===== config.mk =====
export PLATFORM = sky130hd
export DESIGN_NAME = adpcmStreamTop
export DESIGN_NICKNAME = d
export VERILOG_FILES = /design/src/common/adpcmPkg.sv /design/src/adpcm/ADPCMDecoder.sv /design/src/adpcm/adpcmBlockSequencer.sv /design/src/hdl/adpcmStreamTop.sv /design/src/hdl/adpcmWordFetch.sv
export SDC_FILE = /design/constraint.sdc
export NUM_CORES = 1
export LEC_CHECK = 0
export BUFFER_PORTS_ARGS = -buffer_cell sky130_fd_sc_hd__buf_2
export CAP_MARGIN = 30
export CORE_MARGIN = 5
export CORE_UTILIZATION = 64
export CTS_CLUSTER_SIZE = 40
export DETAILED_ROUTE_END_ITERATION = 8
export HOLD_SLACK_MARGIN = 0.06
export PLACE_DENSITY = 0.85
export SETUP_SLACK_MARGIN = 0.15
export SYNTH_ARGS = -nofsm -noshare
export SYNTH_HDL_FRONTEND = slang
export SYNTH_SLANG_ARGS = --single-unit

===== constraint.sdc =====
create_clock -name i_clk -period 14.9 [get_ports i_clk]
set_clock_uncertainty 0.1 [all_clocks]
set_input_delay 0 -clock i_clk [delete_from_list [all_inputs] [get_ports i_clk]]
set_output_delay 0 -clock i_clk [all_outputs]
set_load 0.03 [all_outputs]

===== src/common/adpcmPkg.sv =====
// ADPCM stream package
// Block geometry, bus widths, predictor coefficients and shared structs

package adpcmPkg;

	// Bus widths
	localparam int WORD_W  = 16;	// Memory word and sample
	localparam int ADDR_W  = 16;	// Word address
	localparam int COUNT_W = 8;		// Block count

	// Block geometry, header word plus seven data words
	localparam int WORDS_PER_BLOCK  = 8;
	localparam int NIBBLES_PER_WORD = 4;

	// Fixed predictor filters, indexed by clamped filter 0..4
	localparam logic signed [7:0] FILTER_POS [0:4] = '{
		8'sd0, 8'sd60, 8'sd115, 8'sd98, 8'sd122
	};
	localparam logic signed [7:0] FILTER_NEG [0:4] = '{
		8'sd0, 8'sd0, -8'sd52, -8'sd55, -8'sd60
	};

	// Block header word
	typedef struct packed {
		logic [8:0] unused;		// Bits 15:7, ignored
		logic [2:0] filter;		// Bits 6:4
		logic [3:0] shift;		// Bits 3:0
	} adpcmHeader_t;

	// Two-sample decoder history
	typedef struct packed {
		logic signed [WORD_W-1:0] prev0;	// Newest
		logic signed [WORD_W-1:0] prev1;	// Older
	} sampleHist_t;

endpackage


===== src/adpcm/ADPCMDecoder.sv =====
// ADPCM nibble decoder
// One 4-bit nibble plus two history samples to one clamped 16-bit sample, no latency
`timescale 1ns/10ps

module ADPCMDecoder (
	input  adpcmPkg::adpcmHeader_t              i_header,
	input  logic [adpcmPkg::WORD_W-1:0]         i_raw,
	input  logic [1:0]                          i_nibblePos,
	input  adpcmPkg::sampleHist_t               i_hist,
	output logic signed [adpcmPkg::WORD_W-1:0]  o_sample
);

	logic [3:0]         shift;
	logic [2:0]         filter;
	logic signed [7:0]  filterPos;
	logic signed [7:0]  filterNeg;
	logic [3:0]         nibble;
	logic signed [15:0] placed;
	logic signed [15:0] stage1;
	logic signed [15:0] baseSample;
	logic signed [23:0] prod0;
	logic signed [23:0] prod1;
	logic signed [23:0] predSum;
	logic signed [23:0] biased;
	logic signed [17:0] div64;
	logic signed [18:0] sum19;

	// Reserved values, shift 13..15 act as 9
	assign shift  = (i_header.shift < 4'd13) ? i_header.shift : 4'd9;
	assign filter = (i_header.filter < 3'd5) ? i_header.filter : 3'd4;	// 5..7 act as 4

	// Coefficient lookup, filter already in range
	assign filterPos = adpcmPkg::FILTER_POS[filter];
	assign filterNeg = adpcmPkg::FILTER_NEG[filter];

	// Low nibble first
	always_comb begin
		case (i_nibblePos)
			2'd0:    nibble = i_raw[3:0];
			2'd1:    nibble = i_raw[7:4];
			2'd2:    nibble = i_raw[11:8];
			default: nibble = i_raw[15:12];
		endcase
	end

	// Nibble sits at the top, sign comes along for free
	assign placed = {nibble, 12'd0};

	// Two-stage arithmetic shifter
	// Fine step 0..3 first, then coarse step of 0/4/8/12
	always_comb begin
		stage1     = placed >>> shift[1:0];
		baseSample = stage1 >>> {shift[3:2], 2'b00};
	end

	// Predictor products, 16x8 fits in 24 bits
	assign prod0 = $signed(i_hist.prev0) * filterPos;
	assign prod1 = $signed(i_hist.prev1) * filterNeg;

	// Worst case sum stays well inside 24 bits
	assign predSum = prod0 + prod1 + 24'sd32;

	// Truncate toward zero
	// Negative values get a bias of 63 before the shift
	assign biased = predSum + (predSum[23] ? 24'sd63 : 24'sd0);
	assign div64  = biased[23:6];

	// 19-bit add leaves room for overflow
	assign sum19 = {div64[17], div64} + {{3{baseSample[15]}}, baseSample};

	// Saturate to signed 16 bits
	always_comb begin
		if (sum19[18:15] == 4'b0000 || sum19[18:15] == 4'b1111) begin
			o_sample = sum19[15:0];		// In range
		end else if (sum19[18]) begin
			o_sample = 16'sh8000;		// Below -32768
		end else begin
			o_sample = 16'sh7FFF;		// Above 32767
		end
	end

endmodule


===== src/adpcm/adpcmBlockSequencer.sv =====
// ADPCM block sequencer
// Walks blocks, words and nibbles, holds header and history, runs the sample handshake
`timescale 1ns/10ps

module adpcmBlockSequencer (
	input  logic                                i_clk,
	input  logic                                i_rst,
	input  logic                                i_start,
	input  logic [adpcmPkg::ADDR_W-1:0]         i_startAddr,
	input  logic [adpcmPkg::COUNT_W-1:0]        i_blockCount,
	output logic                                o_busy,
	output logic                                o_load,
	output logic [adpcmPkg::ADDR_W-1:0]         o_loadAddr,
	output logic                                o_fetch,
	input  logic                                i_wordValid,
	input  logic [adpcmPkg::WORD_W-1:0]         i_word,
	output adpcmPkg::adpcmHeader_t              o_header,
	output logic [adpcmPkg::WORD_W-1:0]         o_dataWord,
	output logic [1:0]                          o_nibblePos,
	output adpcmPkg::sampleHist_t               o_hist,
	input  logic signed [adpcmPkg::WORD_W-1:0]  i_decoded,
	output logic                                o_sampleReq,
	output logic signed [adpcmPkg::WORD_W-1:0]  o_sample,
	input  logic                                i_sampleAck
);

	localparam int WIDX_W = $clog2(adpcmPkg::WORDS_PER_BLOCK);

	typedef enum logic [2:0] {
		S_IDLE,
		S_FETCH,	// One-cycle fetch pulse
		S_WAIT,		// Wait for word valid
		S_OFFER,	// Decoder inputs settle, latch sample
		S_ACK_HI,
		S_ACK_LO
	} seqState_t;

	seqState_t                    state;
	logic [WIDX_W-1:0]            wordIdx;		// 0 is the header
	logic [adpcmPkg::COUNT_W-1:0] blocksLeft;
	logic                         fetchPending;
	logic                         accept;

	// Zero block count is a no-op
	assign accept     = (state == S_IDLE) && i_start && (i_blockCount != '0);
	assign o_load     = accept;		// Address base goes to fetch unit
	assign o_loadAddr = i_startAddr;
	assign o_fetch    = (state == S_FETCH);
	assign o_busy     = (state != S_IDLE);

	always_ff @(posedge i_clk) begin
		if (i_rst) begin
			state       <= S_IDLE;
			wordIdx     <= '0;
			blocksLeft  <= '0;
			o_nibblePos <= 2'd0;
			o_sampleReq <= 1'b0;
			o_hist      <= '0;
		end else begin
			case (state)
				S_IDLE: begin
					if (accept) begin
						blocksLeft <= i_blockCount;
						wordIdx    <= '0;
						o_hist     <= '0;	// Fresh history per run
						state      <= S_FETCH;
					end
				end
				S_FETCH: state <= S_WAIT;
				S_WAIT: begin
					if (i_wordValid) begin
						if (wordIdx == '0) begin
							wordIdx <= wordIdx + 1'b1;	// Header done, first data word next
							state   <= S_FETCH;
						end else begin
							o_nibblePos <= 2'd0;
							state       <= S_OFFER;
						end
					end
				end
				S_OFFER: begin
					o_sampleReq <= 1'b1;
					state       <= S_ACK_HI;
				end
				S_ACK_HI: begin
					if (i_sampleAck) begin
						o_sampleReq  <= 1'b0;
						o_hist.prev1 <= o_hist.prev0;	// Shift history on accept
						o_hist.prev0 <= o_sample;
						state        <= S_ACK_LO;
					end
				end
				S_ACK_LO: begin
					if (!i_sampleAck) begin
						if (o_nibblePos != 2'(adpcmPkg::NIBBLES_PER_WORD - 1)) begin
							o_nibblePos <= o_nibblePos + 2'd1;
							state       <= S_OFFER;
						end else if (wordIdx != WIDX_W'(adpcmPkg::WORDS_PER_BLOCK - 1)) begin
							wordIdx <= wordIdx + 1'b1;
							state   <= S_FETCH;
						end else if (blocksLeft == 1) begin
							state <= S_IDLE;	// Last sample of the run
						end else begin
							blocksLeft <= blocksLeft - 1'b1;
							wordIdx    <= '0;	// Next header, history carries over
							state      <= S_FETCH;
						end
					end
				end
				default: state <= S_IDLE;
			endcase
		end
	end

	// Header and data word capture
	always_ff @(posedge i_clk) begin
		if (state == S_WAIT && i_wordValid) begin
			if (wordIdx == '0) o_header <= i_word;
			else o_dataWord <= i_word;
		end
	end

	// Sample only changes while the port is quiet
	always_ff @(posedge i_clk) begin
		if (state == S_OFFER) o_sample <= i_decoded;
	end

	// Tracks a fetch still in flight
	always_ff @(posedge i_clk) begin
		if (i_rst) fetchPending <= 1'b0;
		else if (o_fetch) fetchPending <= 1'b1;
		else if (i_wordValid) fetchPending <= 1'b0;
	end

	assert property (@(posedge i_clk) disable iff (i_rst)
		o_sampleReq |=> $stable(o_sample))
		else $error("o_sample changed during sample request");

	assert property (@(posedge i_clk) disable iff (i_rst)
		o_fetch |-> !fetchPending)
		else $error("fetch issued while previous fetch outstanding");

endmodule


===== src/hdl/adpcmStreamTop.sv =====
// ADPCM stream top
// Memory fetch, block sequencer and nibble decoder for one voice
`timescale 1ns/10ps

module adpcmStreamTop (
	input  logic                                i_clk,
	input  logic                                i_rst,
	input  logic                                i_start,
	input  logic [adpcmPkg::ADDR_W-1:0]         i_startAddr,
	input  logic [adpcmPkg::COUNT_W-1:0]        i_blockCount,
	output logic                                o_busy,
	output logic                                o_memReq,
	output logic [adpcmPkg::ADDR_W-1:0]         o_memAddr,
	input  logic                                i_memAck,
	input  logic [adpcmPkg::WORD_W-1:0]         i_memData,
	output logic                                o_sampleReq,
	output logic signed [adpcmPkg::WORD_W-1:0]  o_sample,
	input  logic                                i_sampleAck
);

	logic                                load;
	logic [adpcmPkg::ADDR_W-1:0]         loadAddr;
	logic                                fetch;
	logic                                wordValid;
	logic [adpcmPkg::WORD_W-1:0]         word;
	adpcmPkg::adpcmHeader_t              header;
	logic [adpcmPkg::WORD_W-1:0]         dataWord;
	logic [1:0]                          nibblePos;
	adpcmPkg::sampleHist_t               hist;
	logic signed [adpcmPkg::WORD_W-1:0]  decoded;

	// Memory side
	adpcmWordFetch u_fetch (
		.i_clk(i_clk), .i_rst(i_rst),
		.i_load(load), .i_loadAddr(loadAddr),
		.i_fetch(fetch), .o_wordValid(wordValid), .o_word(word),
		.o_memReq(o_memReq), .o_memAddr(o_memAddr),
		.i_memAck(i_memAck), .i_memData(i_memData)
	);

	// Control and sample side
	adpcmBlockSequencer u_seq (
		.i_clk(i_clk), .i_rst(i_rst), .i_start(i_start),
		.i_startAddr(i_startAddr), .i_blockCount(i_blockCount), .o_busy(o_busy),
		.o_load(load), .o_loadAddr(loadAddr),
		.o_fetch(fetch), .i_wordValid(wordValid), .i_word(word),
		.o_header(header), .o_dataWord(dataWord), .o_nibblePos(nibblePos),
		.o_hist(hist), .i_decoded(decoded),
		.o_sampleReq(o_sampleReq), .o_sample(o_sample), .i_sampleAck(i_sampleAck)
	);

	// Zero-latency nibble decode
	ADPCMDecoder u_dec (
		.i_header(header), .i_raw(dataWord), .i_nibblePos(nibblePos),
		.i_hist(hist), .o_sample(decoded)
	);

endmodule


===== src/hdl/adpcmWordFetch.sv =====
// ADPCM word fetch
// Four-phase req/ack master on the memory port, one word per fetch pulse
`timescale 1ns/10ps

module adpcmWordFetch (
	input  logic                         i_clk,
	input  logic                         i_rst,
	input  logic                         i_load,
	input  logic [adpcmPkg::ADDR_W-1:0]  i_loadAddr,
	input  logic                         i_fetch,
	output logic                         o_wordValid,
	output logic [adpcmPkg::WORD_W-1:0]  o_word,
	output logic                         o_memReq,
	output logic [adpcmPkg::ADDR_W-1:0]  o_memAddr,
	input  logic                         i_memAck,
	input  logic [adpcmPkg::WORD_W-1:0]  i_memData
);

	typedef enum logic [1:0] {
		F_IDLE,
		F_ACK_HI,	// Req up, waiting for ack
		F_DELIVER,	// Word valid pulse
		F_ACK_LO	// Req down, waiting for ack release
	} fetchState_t;

	fetchState_t state;
	logic        pending;	// Fetch arrived during release phase

	assign o_wordValid = (state == F_DELIVER);

	always_ff @(posedge i_clk) begin
		if (i_rst) begin
			state    <= F_IDLE;
			pending  <= 1'b0;
			o_memReq <= 1'b0;
		end else begin
			case (state)
				F_IDLE: begin
					if (i_fetch || pending) begin
						o_memReq <= 1'b1;
						pending  <= 1'b0;
						state    <= F_ACK_HI;
					end
				end
				F_ACK_HI: begin
					pending <= pending | i_fetch;
					if (i_memAck) begin
						o_memReq <= 1'b0;	// Data latched this edge
						state    <= F_DELIVER;
					end
				end
				F_DELIVER: begin
					pending <= pending | i_fetch;	// Decoding overlaps release
					state   <= F_ACK_LO;
				end
				default: begin
					pending <= pending | i_fetch;
					if (!i_memAck) state <= F_IDLE;	// Handshake complete
				end
			endcase
		end
	end

	// Word capture
	always_ff @(posedge i_clk) begin
		if (state == F_ACK_HI && i_memAck) o_word <= i_memData;
	end

	// Address counter, steps after each completed transfer
	always_ff @(posedge i_clk) begin
		if (i_rst) o_memAddr <= '0;
		else if (i_load) o_memAddr <= i_loadAddr;
		else if (state == F_ACK_LO && !i_memAck) o_memAddr <= o_memAddr + 1'b1;
	end

	assert property (@(posedge i_clk) disable iff (i_rst)
		o_memReq |=> $stable(o_memAddr))
		else $error("o_memAddr changed during memory request");

	assert property (@(posedge i_clk) disable iff (i_rst)
		(!o_memReq && i_memAck) |=> !o_memReq)
		else $error("o_memReq raised while i_memAck still high");

endmodule


==> flow_summary_export.csv, run 1 <==
group,metric,value,unit
run_status,status,"finished, final reports clean",
grt,grt_overflow_total,0,
setup_path,cpPeakStageDelay,700,ps
synthesis,synth_fa_ha_area_share,36.5,%
route,antenna_left,0,
sta,finalSetupViolations,0,
setup_path,reg2reg_from,"u_seq.o_header[6]",
grt,grt_pass1_vias,12700,
synthesis,synth_flop_cell,"dfxtp_1",
setup_path,path_max_fanout,20,
finish,multi_input_area,10400,µm²
sta,fin_crit_sh,82.0,%
floorplanning,initial_core_util,64.7,%
synthesis,synth-compound-area-share,11.7,%
synthesis,synth-seq-cells,124,
synthesis,avgSynthCellArea,9.05,µm²
synthesis,syn_inst,1612,
synthesis,yosys.area_share.simple,17.5,%
synthesis,synth_top_family_by_area,"adder cells",
sta,hold_viol,0,
sta,worst_pin_slew,951,ps
floorplanning,core.rowCount,55,
floorplanning,core,22600,µm²
sta,clock.fmax,81.8,MHz
min_path,min-delay-start,"i_rst",
clock_tree,clockRootBuffer,"clkbuf_16",
setup_path,startpoint_type,"flop",
grt,grt.total_usage,31.8,%
power,power.density,78.0,nW/µm²
finish,regArea,3030,µm²
grt,grt_max_degree,70,
clock_tree,cts_sinks,124,
grt,grt_first_pass_wirelength,65300,µm
sta,rsz0062_at_grt,"false",
place,place_congestion,0.970,
clock_tree,cts_tree,"done",
floorplanning,die_area,25900,µm²
floorplanning,fp.dieH,161,µm
synthesis,synth_edf_count,55,
sta,slew_headroom,35.0,%
grt,antenna_found_initial,0,
synthesis,synth.net_count,1976,
synthesis,netlist_area,14600,µm²
route,vias,12100,
place,dp.final_hpwl,28800,µm
finish,nNetsFinal,2074,
synthesis,synth-xor-area-share,4.43,%
route,drt_iter0_drc,1094,
finish,areaGrowthSynthToFinish,11.5,%
route,drt_pass1_iterations,6,
flow_run,max-cap-violations,0,
place,dp_cells,1931,
setup_path,rr_worst_depth,39,
setup_path,cp.arrival,12260,ps
setup_path,critPathKind,"reg -> reg",
finish,fillers,1568,
synthesis,synthDistinctLibCells,79,
synthesis,ys_seq_area_share,20.8,%
sta,period_needed,12220,ps
route,wirelength,40200,µm
clock_tree,cts_buffer_depth,2,
setup_path,crit_slowest_cell,"nor2_1",
floorplanning,fp.dieW,161,µm
clock_tree,post_cts_buffers,0,
sta,setup-tns-final,0,ps
finish,finalNonFillerCells,2008,
clock_tree,numCtsBuffers,17,
place,portBuffers,79,
route,wl_per_cell,20.0,µm
clock_tree,clk_pin_slew,70,ps
synthesis,synthArstFlopShare,0,%
synthesis,yosys_warnings,0,
route,drc_errors,0,
setup_path,cp_common_cell,"fa_1",
setup_path,crit_required,14940,ps
sta,finalMaxSlewViolations,0,
floorplanning,io_pins,80,
setup_path,setup.worst_path.end_class,"flop",
power,ir_drop,0.105,mV
power,static-leakage-power,7.35,nW
clock_tree,clk_latency,430,ps
synthesis,synthMuxAreaShare,0.720,%
route,via_per_inst,6.05,
finish,num_antenna_cells,0,
clock_tree,htree_levels,4,
finish,drive_gt1_share,8.65,%
min_path,whs_path_depth,3,
setup_path,critPathLaunch,"u_seq.o_header[6]",
min_path,hold_path.class,"in -> reg",
[state kept, by name, indices dropped and copies added, names as in the netlist]
signal             cells
u_fetch.pending        1
u_seq.state            3
u_seq.blocksLeft       8
u_seq.o_hist          32
u_seq.o_header         7
u_fetch.o_memAddr     16
u_seq.o_sampleReq      1
u_fetch.state          2
u_seq.o_sample        16
u_seq.o_dataWord      16
u_seq.o_nibblePos      2
u_fetch.o_word        16
u_seq.wordIdx          3
u_fetch.o_memReq       1
[worst max-delay path, delay by kind of cell, from the launching register on]
kind                       cells  cell delay, ps
buffers and inverters          6             620
xor gates and xnor gates       2             560
AOI/OAI and AO/OA             14            3590
DFF                            1             540
adders and majority gates     11            4630
and+or+nand+nor                5            1570
muxes                          1             300
[through the flow]
stage | power [mW] | utilization, % | area [µm²] | hold WS [ps] | worst slack, ps
finish | 1.27 | 72.1 | 16300 | 135 | 2680
global route | 1.32 | 72.1 | 16300 | 161 | 1850
CTS | 1.25 | 72.1 | 16300 | 113 | 2840
detailed placement | 0.791 | 67.4 | 15200 | 78.1 | 3010
global placement | 0.779 | 67.3 | 15200 | 76.4 | 3530
floorplan | 0.693 | - | 14600 | -1.13 | 4280
[layout by cell type, fill, tap and decap left out, drive strengths merged, types with 5 or more instances in the layout]
cell type / instances
o31ai: 7
a22oi: 7
inv: 274
a21o: 7
or2: 5
nand3: 52
nand2: 144
nor2: 89
o21a: 14
nand4: 10
and2: 88
nor4: 7
mux2i: 9
buf: 88
dlygate4sd3: 45
a21oi: 87
nor3: 16
edfxtp: 55
a211oi: 26
o21bai: 7
a31oi: 8
o21ai: 68
dfxtp: 69
xnor2: 41
fa: 178
clkbuf: 17
nand2b: 14
ha: 141
nor2b: 42
a221oi: 5
and3: 12
xor2: 32
[what timing repair did]
item,CTS,global route
hold buffers,45,0
gates resized for setup,0,0
endpoints found under the hold margin,46,0
[synthesized netlist by cell type, types with 47 or more instances]
cell,instances,share of area (%)
nor2_1,88,2.3
a21oi_1,87,3.0
edfxtp_1,55,11
fa_1,178,24
clkbuf_1,47,1.2
and2_1,88,3.8
nand3_1,51,1.7
ha_1,141,12
o21ai_0,60,2.1
inv_1,264,6.8
nand2_1,144,3.7
dfxtp_1,69,9.5
[kinds of logic (layout without fill, tap and decap cells)]
group / Yosys count / count (layout)
flip-flops: 124 / 124
AO/OA/AOI/OAI: 271 / 271
buffers and inverters: 318 / 429
multiplexers: 10 / 10
XOR/XNOR: 73 / 73
adder cells (fa/ha/maj): 319 / 319
AND/OR/NAND/NOR: 497 / 497
[final cells by class]
type	count	share of cell area [%]
clock buffer	17	2.61
clock inverter	15	1.17
inverter	264	6.09
multi-input combinational	1170	63.7
sequential	124	18.6
tap	285	2.19
timing repair buffer	133	5.63
[report_power, final]
part	leakage (nW)	switching (mW)	internal (mW)
sequential	1.06	0.0283	0.388
combinational	5.99	0.256	0.146
clock	0.300	0.195	0.256
[routing by layer]
| metal | share of wire (%) | global-route usage [%] | up-vias |
|---|---|---|---|
| li1 | - | - | 5478 |
| met5 | 0 | 0 | - |
| met1 | 38 | 39.0 | 5899 |
| met2 | 50 | 54.9 | 628 |
| met4 | 4.8 | 14.3 | 0 |
| met3 | 7.8 | 5.97 | 144 |
[final timing paths]
kind	to	slack, ps
hold / removal	u_seq.blocksLeft[2]	130
setup reg to reg	u_seq.o_sample[7]	2680
setup / recovery	u_seq.o_sample[7]	2680
hold reg to reg	u_seq.o_dataWord[13]	320
(Power assumes the default switching activity.)
==> inputs of run 2 (changes only) <==
Clock period 14.9 ns to 12.7 ns, I/O delays scaled along.
==> run 2 against run 1 <==
  * Worst setup slack lost 1800 ps
  * First-iteration DRC count grew 11%
  * Wire length shrank 1.8%
  * Combinational power grew 16%
  * Global-route usage shrank 0.45 points
==> flow_summary_export.csv, run 2 (synthesis gave the netlist of run 1 again) <==
group,metric,value,unit
run_status,status,"finished, final reports clean",
clock_tree,post_cts_buffers,0,
setup_path,critPathKind,"reg -> reg",
grt,grt_overflow_total,0,
sta,finalSetupViolations,0,
power,static-leakage-power,7.34,nW
grt,grt_pass1_vias,12900,
finish,multi_input_area,10400,µm²
floorplanning,core,22600,µm²
finish,regArea,3030,µm²
finish,drive_gt1_share,8.82,%
place,portBuffers,79,
clock_tree,numCtsBuffers,17,
clock_tree,cts_buffer_depth,2,
grt,grt_max_degree,70,
finish,num_antenna_cells,0,
route,via_per_inst,6.07,
route,wl_per_cell,19.7,µm
setup_path,crit_slowest_cell,"a2111oi_0",
route,drt_pass1_iterations,6,
grt,antenna_found_initial,0,
sta,finalMaxSlewViolations,0,
finish,top_register,"u_seq.o_hist",
setup_path,path_max_fanout,20,
route,drt_iter0_drc,1215,
clock_tree,cts_tree,"done",
sta,period_needed,11800,ps
finish,fillers,1546,
floorplanning,die_area,25900,µm²
clock_tree,clockRootBuffer,"clkbuf_16",
sta,worst_pin_slew,863,ps
route,drc_errors,0,
floorplanning,initial_core_util,64.7,%
setup_path,crit_required,12730,ps
setup_path,cp.arrival,11830,ps
sta,setup-tns-final,0,ps
route,antenna_left,0,
sta,hold_ws,145,ps
sta,clock.fmax,84.8,MHz
setup_path,cp_common_cell,"fa_1",
sta,slew_headroom,42.5,%
grt,grt.total_usage,31.4,%
floorplanning,fp.dieH,161,µm
power,ir_drop,0.122,mV
clock_tree,cts_sinks,124,
floorplanning,fp.dieW,161,µm
route,wirelength,39500,µm
place,dp.final_hpwl,28700,µm
floorplanning,core.rowCount,55,
sta,fin_crit_sh,92.9,%
finish,largest_reg_flops,32,
setup_path,cpPeakStageDelay,600,ps
finish,layout_common_cells,"264 x inv_1, 178 x fa_1, 144 x nand2_1",
sta,hold_viol,0,
finish,areaGrowthSynthToFinish,11.5,%
min_path,hold_path.class,"in -> reg",
setup_path,startpoint_type,"flop",
grt,grt_first_pass_wirelength,65400,µm
sta,rsz0062_at_grt,"false",
flow_run,max-cap-violations,0,
clock_tree,htree_levels,4,
floorplanning,io_pins,80,
place,place_congestion,0.957,
setup_path,setup.worst_path.end_class,"flop",
finish,nNetsFinal,2075,
clock_tree,clk_latency,430,ps
power,power.density,89.9,nW/µm²
finish,final_common_cell,"inv_1",
route,vias,12200,
clock_tree,clk_pin_slew,70,ps
run 2: cell count changes in the layout (fill, tap and decap cells not counted), sizes merged:
| cell | change |
|---|---|
| clkinvlp | +2 |
| buf | +2 |
| bufinv | -1 |
| dlygate4sd3 | -1 |
| inv | -1 |
run 2: metal layers:
| layer | vias to the layer above | track usage [%] | share of wire, % |
|---|---|---|---|
| met2 | 642 | 53.8 | 50 |
| met5 | - | 0 | 0 |
| li1 | 5469 | - | - |
| met3 | 156 | 4.67 | 8.3 |
| met4 | 0 | 13.8 | 4.6 |
| met1 | 5927 | 39.6 | 37 |
run 2: cell type report:
class	instances	share of cell area, %
well taps	285	2.19
multi-input cells	1170	63.7
clock buffers	17	2.62
inverters	264	6.09
repair buffers	134	5.67
flip-flops and latches	124	18.6
clock inverters	15	1.05
run 2: what timing repair did:
action                                  CTS  global route
hold endpoints to repair                 47             0
endpoints found under the setup margin    0            12
hold buffers                             44             0
resized for setup                         0             1
run 2: worst paths after layout:
kind,start,end,slack [ps],depth (start not counted)
worst max register to register,u_seq.o_header[6],u_seq.o_sample[7],900,39
worst min-delay path,i_rst,u_fetch.o_memReq,140,3
worst min register to register,u_fetch.o_word[14],u_seq.o_dataWord[14],320,0
worst max-delay path,u_seq.o_header[6],u_seq.o_sample[7],900,39
run 2: stage by stage:
stage,area [µm²],power (mW),utilization (%),setup slack (ps),cells
finish,16300,1.46,72.1,902,2009
global route,16300,1.52,72.1,235,2009
detailed placement,15200,0.928,67.5,1010,1933
global placement,15200,0.915,67.4,1420,1931
floorplan,14600,0.813,-,2080,1612
CTS,16300,1.44,72.0,868,2009
run 2: report_power, final:
| part | internal [mW] | switching [mW] | total (mW) | leakage [nW] |
|---|---|---|---|---|
| registers | 0.456 | 0.0321 | 0.488 | 1.06 |
| clock network | 0.280 | 0.226 | 0.506 | 0.283 |
| logic | 0.171 | 0.297 | 0.468 | 6.00 |
run 2: worst max-delay path, delay by kind of cell (launching register included):
kind	cells	cell delay, ps
AND/OR/NAND/NOR	8	1880
XOR/XNOR	2	490
flip-flops	1	540
AO/OA/AOI/OAI	13	3310
adder cells (fa/ha/maj)	10	4350
multiplexers	1	270
buffers and inverters	5	550
